$ cat src/common/xcorr_consts.svh
////////////////////////////////////////
// correlator bank constants
// sample and result widths, window length,
// lane count, FIFO depth and tag codes
////////////////////////////////////////

`ifndef XCORR_CONSTS_SVH
`define XCORR_CONSTS_SVH

// signed input sample
`define SAMPLE_W 8

// correlation window, in samples
`define TAG_LEN 8

`define NUM_TAGS 4
`define FIFO_DEPTH 16

// sample width plus log2 of the window
`define CORR_W 11

// one byte per lane, lane 0 in the low byte
// bit 0 of each code pairs with the newest sample
`define TAG_CODES 32'h3CE15AB4

`endif

$ cat src/common/xcorr_pkg.sv
////////////////////////////////////////
// correlator bank package
// shared sample, result and code types,
// lane state and the tag code lookup
////////////////////////////////////////

`include "xcorr_consts.svh"

package xcorr_pkg;

  typedef logic signed [`SAMPLE_W-1:0] sample_t;

  typedef logic signed [`CORR_W-1:0] corr_t;

  // 1 means +1, 0 means -1
  typedef logic [`TAG_LEN-1:0] tag_code_t;

  // fill until the window holds TAG_LEN samples
  typedef enum logic {
    LANE_FILL,
    LANE_RUN
  } lane_state_t;

  ////////////////////////////////////////
  // tag code of one lane
  ////////////////////////////////////////

  function automatic tag_code_t tag_code(input int lane);
    logic [`NUM_TAGS*`TAG_LEN-1:0] codes;
    codes = `TAG_CODES;
    return codes[lane*`TAG_LEN +: `TAG_LEN];
  endfunction

endpackage

$ cat src/sample_fifo.sv
////////////////////////////////////////
// sample FIFO
// synchronous first-word-fall-through queue
// that pops when every lane is ready
////////////////////////////////////////

`timescale 1ns/1ps

`include "xcorr_consts.svh"

module sample_fifo (
  input  logic                  clk,
  input  logic                  rst_n,

  // write side
  input  logic                  in_valid,
  output logic                  in_ready,
  input  xcorr_pkg::sample_t    in_data,

  // lane side
  input  logic [`NUM_TAGS-1:0]  lane_ready,
  output logic                  sample_take,
  output xcorr_pkg::sample_t    sample_data
);

  import xcorr_pkg::*;

  localparam int addr_w = $clog2(`FIFO_DEPTH);
  localparam int cnt_w = $clog2(`FIFO_DEPTH + 1);

  localparam logic [addr_w-1:0] last_addr = addr_w'(`FIFO_DEPTH - 1);
  localparam logic [cnt_w-1:0] full_cnt = cnt_w'(`FIFO_DEPTH);

  sample_t mem [`FIFO_DEPTH];

  logic [addr_w-1:0] wr_ptr;
  logic [addr_w-1:0] rd_ptr;
  logic [cnt_w-1:0] count;

  logic wr_en;
  logic empty;

  function automatic logic [addr_w-1:0] ptr_inc(input logic [addr_w-1:0] ptr);
    if (ptr == last_addr) begin
      return '0;
    end
    return ptr + 1'b1;
  endfunction

  assign empty = (count == '0);
  assign in_ready = (count != full_cnt);
  assign wr_en = in_valid && in_ready;

  // one pop strobe shared by all lanes
  assign sample_take = !empty && (&lane_ready);

  // head entry is always on the output
  assign sample_data = mem[rd_ptr];

  ////////////////////////////////////////
  // storage
  ////////////////////////////////////////

  always_ff @(posedge clk) begin
    if (wr_en) begin
      mem[wr_ptr] <= in_data;
    end
  end

  ////////////////////////////////////////
  // pointers and occupancy
  ////////////////////////////////////////

  always_ff @(posedge clk) begin
    if (!rst_n) begin
      wr_ptr <= '0;
      rd_ptr <= '0;
      count <= '0;
    end else begin
      if (wr_en) begin
        wr_ptr <= ptr_inc(wr_ptr);
      end
      if (sample_take) begin
        rd_ptr <= ptr_inc(rd_ptr);
      end
      case ({wr_en, sample_take})
        2'b10: count <= count + 1'b1;
        2'b01: count <= count - 1'b1;
        default: count <= count;
      endcase
    end
  end

endmodule

$ cat src/xcorr_all.sv
////////////////////////////////////////
// tag correlator bank
// one input FIFO broadcast to NUM_TAGS
// lanes, lanes removable by disable_mask
////////////////////////////////////////

`timescale 1ns/1ps

`include "xcorr_consts.svh"

module xcorr_all #(
  parameter logic [`NUM_TAGS-1:0] disable_mask = '0
) (
  input  logic                                  clk,
  input  logic                                  rst_n,

  // sample input
  input  logic                                  in_valid,
  output logic                                  in_ready,
  input  xcorr_pkg::sample_t                    in_data,

  // per-lane result streams
  output logic [`NUM_TAGS-1:0]                  corr_valid,
  input  logic [`NUM_TAGS-1:0]                  corr_ready,
  output xcorr_pkg::corr_t [`NUM_TAGS-1:0]      corr_data
);

  import xcorr_pkg::*;

  logic sample_take;
  sample_t sample_data;
  logic [`NUM_TAGS-1:0] lane_ready;

  sample_fifo fifo_i (
    .clk         (clk),
    .rst_n       (rst_n),
    .in_valid    (in_valid),
    .in_ready    (in_ready),
    .in_data     (in_data),
    .lane_ready  (lane_ready),
    .sample_take (sample_take),
    .sample_data (sample_data)
  );

  ////////////////////////////////////////
  // lanes
  ////////////////////////////////////////

  for (genvar k = 0; k < `NUM_TAGS; k++) begin : g_lane
    if (!disable_mask[k]) begin : g_on
      xcorr_lane #(
        .lane_id (k)
      ) lane_i (
        .clk         (clk),
        .rst_n       (rst_n),
        .sample_take (sample_take),
        .sample_data (sample_data),
        .lane_ready  (lane_ready[k]),
        .corr_valid  (corr_valid[k]),
        .corr_ready  (corr_ready[k]),
        .corr_data   (corr_data[k])
      );
    end else begin : g_off
      // removed lane never holds back the FIFO
      assign lane_ready[k] = 1'b1;
      assign corr_valid[k] = 1'b0;
      assign corr_data[k] = '0;
    end
  end

endmodule

$ cat src/xcorr_lane/xcorr_lane.sv
////////////////////////////////////////
// correlator lane
// sliding window against one +/-1 tag code,
// two pipeline stages with output stall
////////////////////////////////////////

`timescale 1ns/1ps

`include "xcorr_consts.svh"

module xcorr_lane #(
  parameter int lane_id = 0
) (
  input  logic                clk,
  input  logic                rst_n,

  // broadcast sample stream
  input  logic                sample_take,
  input  xcorr_pkg::sample_t  sample_data,
  output logic                lane_ready,

  // result stream
  output logic                corr_valid,
  input  logic                corr_ready,
  output xcorr_pkg::corr_t    corr_data
);

  import xcorr_pkg::*;

  localparam tag_code_t code = tag_code(lane_id);

  localparam int cnt_w = $clog2(`TAG_LEN);
  localparam logic [cnt_w-1:0] last_fill = cnt_w'(`TAG_LEN - 1);

  // older samples; the newest one comes straight from the FIFO head
  sample_t hist [`TAG_LEN-1];
  sample_t window [`TAG_LEN];

  lane_state_t state;
  logic [cnt_w-1:0] fill_cnt;
  logic window_full;

  logic s1_valid;
  corr_t s1_term [`TAG_LEN];
  corr_t sum;

  logic out_en;

  // output stage free or being emptied
  assign out_en = !corr_valid || corr_ready;
  assign lane_ready = out_en;

  // the TAG_LEN-th sample completes the first window
  assign window_full = (state == LANE_RUN) || (fill_cnt == last_fill);

  always_comb begin
    window[0] = sample_data;
    for (int i = 1; i < `TAG_LEN; i++) begin
      window[i] = hist[i-1];
    end
  end

  always_ff @(posedge clk) begin
    if (sample_take) begin
      for (int i = 0; i < `TAG_LEN - 1; i++) begin
        hist[i] <= window[i];
      end
    end
  end

  ////////////////////////////////////////
  // fill tracking
  ////////////////////////////////////////

  always_ff @(posedge clk) begin
    if (!rst_n) begin
      state <= LANE_FILL;
      fill_cnt <= '0;
    end else if (sample_take && state == LANE_FILL) begin
      fill_cnt <= fill_cnt + 1'b1;
      if (fill_cnt == last_fill) begin
        state <= LANE_RUN;
      end
    end
  end

  ////////////////////////////////////////
  // stage 1 signed terms
  ////////////////////////////////////////

  always_ff @(posedge clk) begin
    if (sample_take) begin
      for (int i = 0; i < `TAG_LEN; i++) begin
        s1_term[i] <= code[i] ? corr_t'(window[i]) : -corr_t'(window[i]);
      end
    end
  end

  always_ff @(posedge clk) begin
    if (!rst_n) begin
      s1_valid <= 1'b0;
    end else if (out_en) begin
      s1_valid <= sample_take && window_full;
    end
  end

  ////////////////////////////////////////
  // stage 2 sum and output
  ////////////////////////////////////////

  always_comb begin
    sum = '0;
    for (int i = 0; i < `TAG_LEN; i++) begin
      sum = sum + s1_term[i];
    end
  end

  always_ff @(posedge clk) begin
    if (!rst_n) begin
      corr_valid <= 1'b0;
    end else if (out_en) begin
      corr_valid <= s1_valid;
    end
  end

  // held while the consumer stalls
  always_ff @(posedge clk) begin
    if (out_en && s1_valid) begin
      corr_data <= sum;
    end
  end

endmodule
$ cat config.mk
export PLATFORM = sky130hd
export DESIGN_NAME = xcorr_all
export DESIGN_NICKNAME = d
export VERILOG_FILES = /design/src/common/xcorr_pkg.sv /design/src/sample_fifo.sv /design/src/xcorr_all.sv /design/src/xcorr_lane/xcorr_lane.sv
export VERILOG_INCLUDE_DIRS = /design/src /design/src/common
export SDC_FILE = /design/constraint.sdc
export NUM_CORES = 1
export LEC_CHECK = 0
export ABC_AREA = 1
export CAP_MARGIN = 20
export CORE_AREA = 4 4 268 270
export DETAILED_ROUTE_END_ITERATION = 16
export DIE_AREA = 0 0 272 274
export DONT_BUFFER_PORTS = 1
export PLACE_DENSITY = 0.43
export SLEW_MARGIN = 10
export SYNTH_ARGS = -nofsm -noshare
export SYNTH_HDL_FRONTEND = slang
export SYNTH_SLANG_ARGS = --single-unit
$ cat constraint.sdc
create_clock -name clk -period 8.35 [get_ports clk]
set_clock_uncertainty 0.05 [all_clocks]
set_input_delay 0.4175 -clock clk [delete_from_list [all_inputs] [get_ports clk]]
set_output_delay 0.4175 -clock clk [all_outputs]
set_load 0.01 [all_outputs]
# Yosys cells after proc, flatten, opt, wreduce, memory -nomap -nowiden
# Memories as Yosys holds them, arrays and structs flattened. A register that Yosys moved wholly into a read port is not among the register bits.
# Index checks and enable logic that the tools add are counted.
# totals
register_bits	81
rom_bits	0
mem_count	9
mem_bits_rw	704
wordCells	146
output_inout_bits	49
latchBits	0
# op_classes
div	0
shift	0
bitwise	4
n_mul	0
reduce_logical	34
muxes	17
magnitude_cmp	0
add_sub_neg	50
eq_ne	9
# mem_list
name	depth	width	read_ports	rd_clocked_by_memory_dff	write_ports	line	text
fifo_i.mem	16	8	1	1	1	sample_fifo.sv:34	sample_t mem [`FIFO_DEPTH];
g_lane[0].g_on.lane_i.s1_term	8	11	8	0	8	xcorr_lane.sv:44	corr_t s1_term [`TAG_LEN];
g_lane[1].g_on.lane_i.s1_term	8	11	8	0	8	xcorr_lane.sv:44	
g_lane[2].g_on.lane_i.s1_term	8	11	8	0	8	xcorr_lane.sv:44	
g_lane[3].g_on.lane_i.s1_term	8	11	8	0	8	xcorr_lane.sv:44	
g_lane[0].g_on.lane_i.hist	7	8	7	0	7	xcorr_lane.sv:36	sample_t hist [`TAG_LEN-1];
3 more memories	-	-	-	-	-	-	
# op_table
cell	n
adder 11 bit	28
negation 8 -> 11 bit	14
two-way mux 4 bit	6
logical AND 1 bit	14
adder 3 x 1 -> 3 bit, second input constant	4
== test 3 bit, second input constant	4
two-way mux 1 bit	10
case mux 5 bit (2 select lines)	1
adder 4 x 1 -> 4 bit, second input constant	2
== test 4 bit, second input constant	2
logical OR 1 bit	8
AND reduction 2 bit	4
adder 5 x 1 -> 5 bit, second input constant	1
logical NOT 1 bit	5
logical NOT 5 bit	1
inequality test 5 bit, second input constant	1
subtractor 5 x 1 -> 5 bit, second input constant	1
NOT 1 bit	4
AND reduction 4 bit	1
== test 2 x 1 -> 1 bit, second input constant	1
== test 2 bit, second input constant	1
nonzero test 2 bit	1

# Longest topological paths before layout
# Gate-level depths: netlist (run 1).
# logic_depth
ltp_word	9
depth_mapped	19
mapped_depth_nobuf	18

# By module
# A second synthesis (run 1) with hierarchy kept.
# unflattened
cells_unflattened	2531
area_unflattened_um2	31387.6
# modules_own_cells
mod	seq_area_each_um2	cells_each	area_per_inst_um2	instances
xcorr_lane (g_lane[2].g_on.lane_i)	3573.4	495	6438.7	1
xcorr_lane (g_lane[0].g_on.lane_i)	3573.4	512	6417.4	1
sample_fifo	4184.0	551	6238.5	1
xcorr_lane (g_lane[3].g_on.lane_i)	3363.2	487	6157.2	1
xcorr_lane (g_lane[1].g_on.lane_i)	3363.2	486	6135.9	1

# Least setup slack after synthesis (run 1)
# OpenSTA, ideal clock, no wires.
# synth_timing
kind	input -> register
from	input corr_ready[0]
to	register fifo_i.count[4]
arrival_ns	4.244
slack_ns	3.987
path_buffers	1
setup_time_ns	0.070
t_required_ns	8.230
stages	17
path_cell_list	nor2_1 > nor4_1 > nand2_1 > inv_2 > buf_2 > ha_1 > inv_1 > fa_1 > inv_1 > a21oi_1 > nor2_1 > nor2_1 > nor2_1 > nor2_1 > nand2_1 > o21ai_0 > a21oi_1
# synth_between
elab_chain_cells	5
elab_cells_between_ends	7
classes_between	2 x eq/ne; 1 x mux; 4 x reduce/logical
# synth_rtl
item	line	text
from (decl)	xcorr_all.sv:24	input logic [`NUM_TAGS-1:0] corr_ready,
logical OR 1 bit (*)	xcorr_lane.sv:50	assign out_en = !corr_valid || corr_ready;
AND reduction 4 bit (*)	sample_fifo.sv:55	assign sample_take = !empty && (&lane_ready);
logical AND 1 bit (*)	sample_fifo.sv:55	
via fifo_i.sample_take	sample_fifo.sv:22	output logic sample_take,
== test 2 x 1 -> 1 bit or == test 2 bit (tied branches)	sample_fifo.sv:86	case ({wr_en, sample_take})
case mux 5 bit (2 select lines) or nonzero test 2 bit (tied branches)	-	
to (signal assigned)	sample_fifo.sv:87	2'b10: count <= count + 1'b1;
to (signal assigned)	sample_fifo.sv:88	2'b01: count <= count - 1'b1;
to (signal assigned)	sample_fifo.sv:89	default: count <= count;
to (decl)	sample_fifo.sv:38	logic [cnt_w-1:0] count;
# The timed path passes the listed nets; every way through them passes the cells marked *.
# A chain may end at the register's enable or synchronous reset.

==> results.md, run 1 <==
* Unrepaired setup endpoints after global routing: no
* Core footprint at 69500 um2
* Combined global-route utilization of all metal layers at 14.4%
* Most Frequent Cell on Critical Path: sky130_fd_sc_hd__inv_1
* Class of the most critical hold timing path: in2reg
* Minimum clock period at 4.68 ns
* Post-route setup TNS at 0 ns
* Source of the worst register-to-register timing path: g_lane[0].g_on.lane_i.s1_term[1][21]
* Leading cell type in the layout, fill and taps excluded: sky130_fd_sc_hd__inv_1
* Average vias per placed instance at 4.30
* Global placement routability congestion at 0.817
* Chain of cells forming the critical path: inv_1 > fa_1 > inv_1 > fa_1 > fa_1 > inv_1 > fa_1 > inv_1 > ha_1 > inv_1 > o21ai_0 > a221oi_1 > and2_1 > inv_1 > nand2_1 > nand2_1
* Count of pins over their slew limit at 0
* Final antenna diode count at 0
* Layout area overhead at 11.6%
* Ratio of cells with drive above 1 in the final layout at 5.39%
* Avg Synthesized Cell Area at 11.2 um2
* Endpoints failing setup at 0
* Number of library cell types mapped by synthesis at 43
* Maximum number of pins on one net before global-route repair at 95
* Site row count at 97
* Effective utilization at floorplan at 30.6%
* Wire length of the first global-routing pass at 81600 um
* Post-synth design cell area at 21300 um2
* Number of nets in the layout at 2225
* Detailed Route WL at 52900 um
* Number of iterations in the first detailed-routing pass at 5
* Number of warnings printed during yosys synthesis at 0
* Clock transition at path regs at 0.06 ns
* Maximum cell stage delay along the critical path at 0.72 ns
* Vias at 12.5k
* # port buffers at 0
* Residual DRC count at 0
* Net Count, Synth at 2196
* Initial antenna violation count at 2
* Min-Delay Startpoint: corr_ready[0]
* Critical-path cell with the highest stage delay: sky130_fd_sc_hd__edfxtp_1
* Number of standard cells in the layout, taps in and fillers out at 2906
* Timing startpoint of the critical path: g_lane[0].g_on.lane_i.s1_term[1][21]
* Placed instance count at 2816
* Buffer depth of the longest clock path at 3
* Period utilization at 56.0%
* Horizontal die dimension at 272 um
* Boundary Pins at 64
* Number of clock sinks at 357
* Clock tree from TritonCTS: done
* Antenna-violating nets left at 0
* Crit Path Class: reg2reg
* Critical Path AT at 4.97 ns
* Dpl hpwl at 39900 um
* Master cell of the clock root buffer: sky130_fd_sc_hd__clkbuf_16
* Endpoint class of the critical path: register
* Cell count after synthesis at 1904
* Vertical die dimension at 274 um
* Number of DRC violations after detailed-routing iteration 0 at 772
* Clock latency on the worst-skew pair at 0.59 ns
* # Max-Cap Violations at 0
* Routed wire per std cell at 18.2 um
* Share of the yosys chip area belonging to registers at 48.4%
* Number of levels the H-tree was split into at 2
* F_max at 214 MHz
* Number of gates resized after cts at 0
* Worst-case headroom to the max-slew limit at 29.3%
* Hold violation total from the final report at 0
* Gr ovfl total at 0
* Post-synthesis register bit count at 357
* Worst-Margin Slew at 1.06 ns
* Number of global-route vias before repair at 13.6k
* Crit path required time at 8.64 ns
* Filler Cell Count at 6939
* Startpoint class of the critical path: register
* Standard cell area after detailed placement at 22300 um2
* Commonest non-fill, non-tap cells in the layout: 483 x sky130_fd_sc_hd__inv_1, 316 x sky130_fd_sc_hd__edfxtp_1, 235 x sky130_fd_sc_hd__nand2_1, 211 x sky130_fd_sc_hd__fa_1, 109 x sky130_fd_sc_hd__nand3_1
* Full die area at 74500 um2
* Number of clock buffers inserted by TritonCTS at 44
* Worst-path maximum fanout at 11
* Design area at 23800 um2
* Result of the run: complete, no violations
## logic make-up (layout without fill, tap and decap cells)
family	count (synthesis)	count (layout)	synth area share (%)
adder cells (fa/ha/maj)	277	277	23.7
AND/OR/NAND/NOR	504	504	10.3
XOR/XNOR	104	104	4.27
AO/OA/AOI/OAI	138	138	3.56
flip-flops	357	357	48.4
buffers and inverters	524	586	9.79
## critical path, delay by kind of cell (launching register included)
kind	cells	cell delay, ns
adder cells (fa/ha/maj)	5	2.51
AO/OA/AOI/OAI	2	0.34
flip-flops	1	0.72
AND/OR/NAND/NOR	3	0.31
buffers and inverters	6	0.51
## routing by layer
| metal | track usage (%) | routed length, um | vias to the layer above |
|---|---|---|---|
| met5 | 0 | 27 | - |
| met3 | 2.23 | 1780 | 63 |
| met4 | 3.49 | 1040 | 4 |
| met2 | 25.3 | 26100 | 205 |
| li1 | - | - | 6011 |
| met1 | 18.8 | 24000 | 6201 |
## final timing paths
kind,to,slack [ns],cells after the start
worst max-delay path,g_lane[2].g_on.lane_i.corr_data[10],3.67,16
worst min-delay path,g_lane[0].g_on.lane_i.corr_valid,0.03,3
worst max register to register,g_lane[2].g_on.lane_i.corr_data[10],3.67,16
worst min register to register,g_lane[1].g_on.lane_i.s1_term[1][3],0.40,0
## final cells by class
cell class	count	area [um2]	share of cell area, %
flip-flops and latches	357	10300	43.4
well taps	940	1180	4.95
clock inverters	22	138	0.579
repair buffers	19	170	0.716
clock buffers	57	1220	5.14
inverters	488	1840	7.74
multi-input cells	1023	8920	37.5
## metrics by stage
| step | util [%] | setup slack [ns] | hold slack [ns] |
|---|---|---|---|
| floorplan | - | 3.99 | 0.376 |
| global placement | 32.1 | 3.71 | 0.378 |
| detailed placement | 32.1 | 3.68 | 0.382 |
| CTS | 34.2 | 3.64 | 0.00120 |
| global route | 34.2 | 3.32 | 0.0391 |
| finish | 34.2 | 3.67 | 0.0334 |
## synth_stat cells
master	n	area [um2]
sky130_fd_sc_hd__buf_4	7	52.6
sky130_fd_sc_hd__inv_1	483	1810
sky130_fd_sc_hd__o211a_1	1	10.0
sky130_fd_sc_hd__and3_1	1	6.26
sky130_fd_sc_hd__clkinv_2	1	5.00
sky130_fd_sc_hd__a221oi_1	3	26.3
sky130_fd_sc_hd__nand2_1	235	882
sky130_fd_sc_hd__nand3_1	109	546
sky130_fd_sc_hd__buf_6	7	78.8
sky130_fd_sc_hd__and2_1	2	12.5
sky130_fd_sc_hd__clkbuf_2	1	5.00
sky130_fd_sc_hd__a211oi_1	2	15.0
sky130_fd_sc_hd__nor2_4	1	11.3
sky130_fd_sc_hd__dfxtp_1	41	821
sky130_fd_sc_hd__nor2_2	4	25.0
sky130_fd_sc_hd__o21ai_0	32	160
sky130_fd_sc_hd__edfxtp_1	316	9490
sky130_fd_sc_hd__nand2_4	1	11.3
sky130_fd_sc_hd__nor3_1	23	115
sky130_fd_sc_hd__and2_0	1	6.26
sky130_fd_sc_hd__nor2_1	93	349
sky130_fd_sc_hd__nand2_2	11	68.8
sky130_fd_sc_hd__inv_2	3	11.3
sky130_fd_sc_hd__buf_8	2	30.0
sky130_fd_sc_hd__ha_1	66	826
sky130_fd_sc_hd__a31oi_1	2	12.5
sky130_fd_sc_hd__fa_1	211	4220
sky130_fd_sc_hd__xnor2_1	30	263
sky130_fd_sc_hd__o21ai_1	21	105
sky130_fd_sc_hd__nand4_1	10	62.6
sky130_fd_sc_hd__clkbuf_1	8	30.0
sky130_fd_sc_hd__nand3b_1	4	30.0
sky130_fd_sc_hd__nor4_1	2	12.5
sky130_fd_sc_hd__nand3_2	4	40.0
sky130_fd_sc_hd__or2_2	3	18.8
sky130_fd_sc_hd__inv_4	1	6.26
sky130_fd_sc_hd__xor2_1	74	648
sky130_fd_sc_hd__o211ai_1	9	67.6
sky130_fd_sc_hd__a21o_1	1	7.51
sky130_fd_sc_hd__o21ai_2	1	8.76
sky130_fd_sc_hd__a21oi_1	62	310
sky130_fd_sc_hd__buf_2	11	55.1
sky130_fd_sc_hd__o221ai_1	4	35.0
## repair_timing
item,4_1_cts,5_1_grt
hold endpoints to repair,152,0
buffers inserted,0,0
hold buffers,11,0
## sequential cells by signal, summed over array words and instances (netlist names), named ones only
name / flops
g_lane.g_on.lane_i.corr_data: 44
fifo_i.count: 5
g_lane.g_on.lane_i.corr_valid: 4
g_lane.g_on.lane_i.hist: 34
fifo_i.mem: 128
fifo_i.wr_ptr: 4
g_lane.g_on.lane_i.state: 4
g_lane.g_on.lane_i.s1_term: 110
g_lane.g_on.lane_i.fill_cnt: 12
fifo_i.rd_ptr: 4
g_lane.g_on.lane_i.s1_valid: 4
Power of run 1 is not shown: default switching activity piles up to over one toggle a cycle in this logic, so the estimate is an artifact.
==> run 2, diff against run 1 <==
==> constraint.sdc (replaced) <==
create_clock -name clk -period 4.5 [get_ports clk]
set_clock_uncertainty 0.05 [all_clocks]
set_input_delay 0.225 -clock clk [delete_from_list [all_inputs] [get_ports clk]]
set_output_delay 0.225 -clock clk [all_outputs]
set_load 0.01 [all_outputs]
==> results.md, run 2 (synthesis gave the netlist of run 1 again) <==
* Number of DRC violations after detailed-routing iteration 0 at 791
* Period utilization at 96.4%
* Startpoint class of the critical path: register
* Vertical die dimension at 274 um
* Most Frequent Cell on Critical Path: sky130_fd_sc_hd__inv_1
* Result of the run: complete, no violations
* Ratio of cells with drive above 1 in the final layout at 8.85%
* Count of pins over their slew limit at 0
* # Max-Cap Violations at 0
* Boundary Pins at 64
* Critical Path AT at 4.63 ns
* Sequential standard cell area at 10300 um2
* Endpoints failing setup at 0
* Class of the most critical hold timing path: in2reg
* Worst-path maximum fanout at 5
* Full die area at 74500 um2
* Master cell of the clock root buffer: sky130_fd_sc_hd__clkbuf_16
* Number of clock sinks at 357
* Number of standard cells in the layout, taps in and fillers out at 2963
* Worst slack at placement at 0.0279 ns
* Crit Path Class: reg2reg
* Dpl hpwl at 39500 um
* Area taken by multi-input logic gates at 9020 um2
* Crit path required time at 4.79 ns
* Wire length of the first global-routing pass at 80100 um
* Final worst slack at 0.160 ns
* Number of global-route vias before repair at 13.4k
* Core footprint at 69500 um2
* Maximum number of pins on one net before global-route repair at 164
* Average vias per placed instance at 4.28
* Residual DRC count at 0
* F_max at 230 MHz
* Antenna-violating nets left at 0
* Routed wire per std cell at 17.7 um
* Combined global-route utilization of all metal layers at 14.1%
* Horizontal die dimension at 272 um
* Filler Cell Count at 6899
* Path depth of the worst reg2reg path at 15
* Clock tree from TritonCTS: done
* Worst-case headroom to the max-slew limit at 28.6%
* Number of clock buffers inserted by TritonCTS at 44
* Flip-flop count of the largest register, all copies and words added at 128
* Clock latency on the worst-skew pair at 0.61 ns
* Commonest non-fill, non-tap cells in the layout: 481 x sky130_fd_sc_hd__inv_1, 316 x sky130_fd_sc_hd__edfxtp_1, 233 x sky130_fd_sc_hd__nand2_1, 202 x sky130_fd_sc_hd__fa_1, 107 x sky130_fd_sc_hd__nand3_1
* Global placement routability congestion at 0.816
* Worst-Margin Slew at 1.07 ns
* Top flop regs: fifo_i.mem (128), g_lane.g_on.lane_i.s1_term (110), g_lane.g_on.lane_i.corr_data (44)
* Vias at 12.7k
* Initial antenna violation count at 2
* Placed instance count at 2853
* # port buffers at 0
* Maximum cell stage delay along the critical path at 0.61 ns
* Layout area overhead at 15.0%
* Leading cell type in the layout, fill and taps excluded: sky130_fd_sc_hd__inv_1
* Site row count at 97
* Hold violation total from the final report at 0
* Gr ovfl total at 0
* Critical-path cell with the highest stage delay: sky130_fd_sc_hd__fa_2
* Number of iterations in the first detailed-routing pass at 5
* Chain of cells forming the critical path: buf_4 > fa_2 > fa_1 > fa_1 > inv_1 > fa_1 > inv_1 > ha_1 > nand2_1 > inv_1 > a221oi_1 > and2_4 > inv_1 > nand2_1 > nand2_1
* Effective utilization at floorplan at 30.6%
* Number of nets in the layout at 2279
* Buffer depth of the longest clock path at 3
* Clock transition at path regs at 0.06 ns
* Number of levels the H-tree was split into at 2
* Endpoint class of the critical path: register
* Detailed Route WL at 52600 um
* Register with the most flip-flops: fifo_i.mem
* Depth of the worst hold-timing path at 2
* Minimum clock period at 4.34 ns
run 2: cell types whose count changed in the layout (fill, tap and decap cells not counted), sizes merged:
cell,delta
clkinvlp,-1
bufinv,+8
inv,-1
clkinv,-3
buf,+51
dlygate4sd3,+3
clkbuf,-1
diode,+1
run 2: final cells by class:
class | instances | area share, %
flip-flops and latches | 357 | 42.1
multi-input cells | 1023 | 36.8
inverters | 488 | 7.51
well taps | 940 | 4.80
clock buffers | 56 | 4.68
repair buffers | 73 | 2.50
clock inverters | 25 | 1.66
diodes | 1 | 0.0102
run 2: what timing repair did:
item,CTS,global route
gates resized for setup,0,26
hold buffers,14,0
setup buffers,0,14
endpoints found under the hold margin,153,0
setup endpoints to repair,0,13
run 2: critical path, delay by kind of cell (launching register included):
| family | cells | cell delay, ns |
|---|---|---|
| adders and majority gates | 5 | 2.54 |
| buffers and inverters | 5 | 0.40 |
| and+or+nand+nor | 4 | 0.40 |
| AOI/OAI and AO/OA | 1 | 0.25 |
| DFF | 1 | 0.46 |
run 2: worst paths after layout:
kind	from	to	slack (ns)
hold reg to reg	g_lane[0].g_on.lane_i.hist[0][3]	g_lane[0].g_on.lane_i.hist[1][3]	0.39
setup reg to reg	g_lane[0].g_on.lane_i.s1_term[1][21]	g_lane[3].g_on.lane_i.corr_data[10]	0.16
hold / removal	rst_n	g_lane[3].g_on.lane_i.corr_valid	0.08
setup / recovery	g_lane[0].g_on.lane_i.s1_term[1][21]	g_lane[3].g_on.lane_i.corr_data[10]	0.16
run 2: stage by stage:
step	cell area [um2]	hold WS, ns	util [%]	setup TNS [ns]
detailed placement	22600	0.275	32.5	0
global placement	22600	0.275	32.5	0
finish	24500	0.0753	35.2	0
CTS	24300	0.0405	34.9	0
floorplan	21300	0.274	-	0
global route	24500	0.115	35.2	-0.0554
run 2: routing by layer:
layer  wire length, um  share of wire (%)  vias to the layer above  global-route usage (%)
li1                  -                  -                     6130                       -
met1             24500                 47                     6313                    19.1
met2             25300                 48                      179                    24.1
met3              1690                3.2                       60                    2.04
met4              1030                2.0                        2                    3.54
met5                13              0.025                        -                       0
Power of run 2 is left out for the same reason.
==> run 3, diff against run 2 <==
--- a/config.mk
+++ b/config.mk
@@ -6,11 +6,10 @@
 export SDC_FILE = /design/constraint.sdc
 export NUM_CORES = 1
 export LEC_CHECK = 0
-export ABC_AREA = 1
 export CAP_MARGIN = 20
-export CORE_AREA = 4 4 268 270
+export CORE_AREA = 4 4 263 265
 export DETAILED_ROUTE_END_ITERATION = 16
-export DIE_AREA = 0 0 272 274
+export DIE_AREA = 0 0 267 269
 export DONT_BUFFER_PORTS = 1
 export PLACE_DENSITY = 0.43
 export SLEW_MARGIN = 10
==> results.md, run 3 <==
* Crit Path Class: reg2reg
* Number of flops mapped to enable cells by yosys at 316
* Result of the run: complete, no violations
* Critical-path cell with the highest stage delay: sky130_fd_sc_hd__fa_1
* Clock transition at path regs at 0.06 ns
* Number of iterations in the first detailed-routing pass at 5
* Gr ovfl total at 0
* Hold WS at 0.384 ns
* Number of levels the H-tree was split into at 2
* Number of DRC violations after detailed-routing iteration 0 at 482
* Top cells by count, synth: 380 x sky130_fd_sc_hd__inv_1, 316 x sky130_fd_sc_hd__edfxtp_1, 211 x sky130_fd_sc_hd__fa_1
* Share of the yosys chip area belonging to registers at 50.3%
* Main area contributors after synthesis: sky130_fd_sc_hd__edfxtp_1 46%, sky130_fd_sc_hd__fa_1 21%, sky130_fd_sc_hd__inv_1 7.0%
* Residual DRC count at 0
* Class of the most critical hold timing path: in2reg
* Post-synthesis register bit count at 357
* Library cell with the highest instance count after synthesis: sky130_fd_sc_hd__inv_1
* Number of clock buffers inserted by TritonCTS at 45
* Ratio of cells with drive above 1 in the final layout at 16.4%
* # port buffers at 0
* Detailed Route WL at 48200 um
* Clock tree from TritonCTS: done
* Proportion of netlist area held by the largest area contributor at 46.3%
* Vertical die dimension at 269 um
* Clock latency on the worst-skew pair at 0.60 ns
* Routed wire per std cell at 18.8 um
* Fraction of registers with async set/reset at 0%
* Unrepaired setup endpoints after global routing: yes
* Most Frequent Cell on Critical Path: sky130_fd_sc_hd__fa_1
* Critical Path AT at 4.72 ns
* Core footprint at 66800 um2
* Full die area at 71800 um2
* Number of warnings printed during yosys synthesis at 0
* Cell count after synthesis at 1510
* Primary FF master, synth: sky130_fd_sc_hd__edfxtp_1
* Worst-case headroom to the max-slew limit at 33.5%
* Worst-path maximum fanout at 3
* Number of library cell types mapped by synthesis at 45
* Leading cell type in the layout, fill and taps excluded: sky130_fd_sc_hd__inv_1
* Number of nets in the layout at 1951
* Layout area overhead at 17.5%
* Buffers plus inverters on the worst setup path at 4
* F_max at 225 MHz
* Site row count at 95
* Horizontal die dimension at 267 um
* Post-synth design cell area at 20500 um2
* Endpoint class of the critical path: register
* Net Count, Synth at 1802
* Effective utilization at floorplan at 30.7%
* Period utilization at 98.8%
* Maximum cell stage delay along the critical path at 0.51 ns
* Register with the most flip-flops: fifo_i.mem
* Category of cells accounting for the largest share of critical-path delay: adder cells
* Buffer depth of the longest clock path at 3
* Number of clock sinks at 357
* Top flop regs: fifo_i.mem (128), g_lane.g_on.lane_i.s1_term (110), g_lane.g_on.lane_i.corr_data (44)
* Avg Synthesized Cell Area at 13.6 um2
* Dpl hpwl at 37500 um
* Count of pins over their slew limit at 0
* Average vias per placed instance at 4.25
* Endpoints failing setup at 0
* Chain of cells forming the critical path: buf_4 > fa_1 > inv_2 > fa_1 > fa_1 > fa_1 > inv_1 > ha_2 > fa_2 > a21o_1 > a21oi_2 > buf_6 > o21bai_4 > a21oi_2 > o21ai_2 > xor2_1
* Post-synth top area cell: sky130_fd_sc_hd__edfxtp_1
* Number of global-route vias before repair at 12.0k
* Hold violation total from the final report at 0
* Crit path required time at 4.78 ns
* Commonest non-fill, non-tap cells in the layout: 363 x sky130_fd_sc_hd__inv_1, 316 x sky130_fd_sc_hd__edfxtp_1, 201 x sky130_fd_sc_hd__fa_1, 105 x sky130_fd_sc_hd__buf_4, 102 x sky130_fd_sc_hd__xnor2_1
* Minimum clock period at 4.45 ns
* Startpoint class of the critical path: register
* Master cell of the clock root buffer: sky130_fd_sc_hd__clkbuf_16
* Flip-flop count of the largest register, all copies and words added at 128
* # Max-Cap Violations at 0
* Global placement routability congestion at 0.807
* Wire length of the first global-routing pass at 73300 um
* Maximum number of pins on one net before global-route repair at 157
* Combined global-route utilization of all metal layers at 13.7%
* Vias at 10.9k
* Initial antenna violation count at 4
* Worst-Margin Slew at 0.993 ns
* Boundary Pins at 64
* Antenna-violating nets left at 0
-- run 3: tightest hold or removal path: cells and delay by family --
kind	cells	cell delay [ns]
AOI/OAI and AO/OA	1	0.07
and+or+nand+nor	2	0.15
buffers and inverters	1	0.52
-- run 3: final cells by class --
type | instances | area, um2
Multi-Input combinational cell | 748 | 8830
Clock buffer | 55 | 1170
Clock inverter | 23 | 223
Sequential cell | 357 | 10300
Timing Repair Buffer | 127 | 1030
Inverter | 380 | 1430
Fill cell | 6516 | 42700
Antenna cell | 2 | 5.00
Tap cell | 873 | 1090
-- run 3: final timing paths --
check,slack [ns],start,cells after the start,end
hold / removal,0.38,corr_ready[0],4,g_lane[0].g_on.lane_i.s1_valid
setup / recovery,0.05,g_lane[0].g_on.lane_i.s1_term[0][13],16,g_lane[2].g_on.lane_i.corr_data[10]
hold reg to reg,0.40,g_lane[0].g_on.lane_i.hist[0][6],0,g_lane[0].g_on.lane_i.hist[1][6]
setup reg to reg,0.05,g_lane[0].g_on.lane_i.s1_term[0][13],16,g_lane[2].g_on.lane_i.corr_data[10]
-- run 3: kinds of logic after synthesis --
group           after synthesis  share of synthesized area [%]
buf+inv                     405                           7.68
xor+xnor                    130                           5.55
flops                       357                           50.3
mux                          34                           3.75
fa+ha+maj                   277                           24.6
compound gates              129                           3.84
simple gates                178                           4.25
-- run 3: layer usage --
layer	track usage, %	up-vias	wire length [um]
li1	-	5172	-
met1	17.5	5509	21300
met2	24.0	141	24200
met3	2.74	63	1730
met4	3.68	4	996
met5	0	-	21
-- run 3: through the flow --
step	cell area (um2)	setup TNS, ns	utilization [%]	setup slack (ns)	instances
after floorplan	20500	0	-	0.00389	1510
after global placement	22200	-1.22	33.3	-0.243	2456
after detailed placement	22200	-1.54	33.3	-0.277	2456
after CTS	23900	0	35.8	0.00127	2556
after global routing	24100	-0.603	36.1	-0.117	2563
final	24100	0	36.1	0.0537	2565
-- run 3: timing repair --
action	in CTS	in global routing
pin swaps	28	51
gates resized for setup	29	40
endpoints found under the setup margin	12	15
hold buffers	16	0
hold endpoints to repair	169	0
buffers inserted	6	8
Power of run 3 is left out for the same reason.
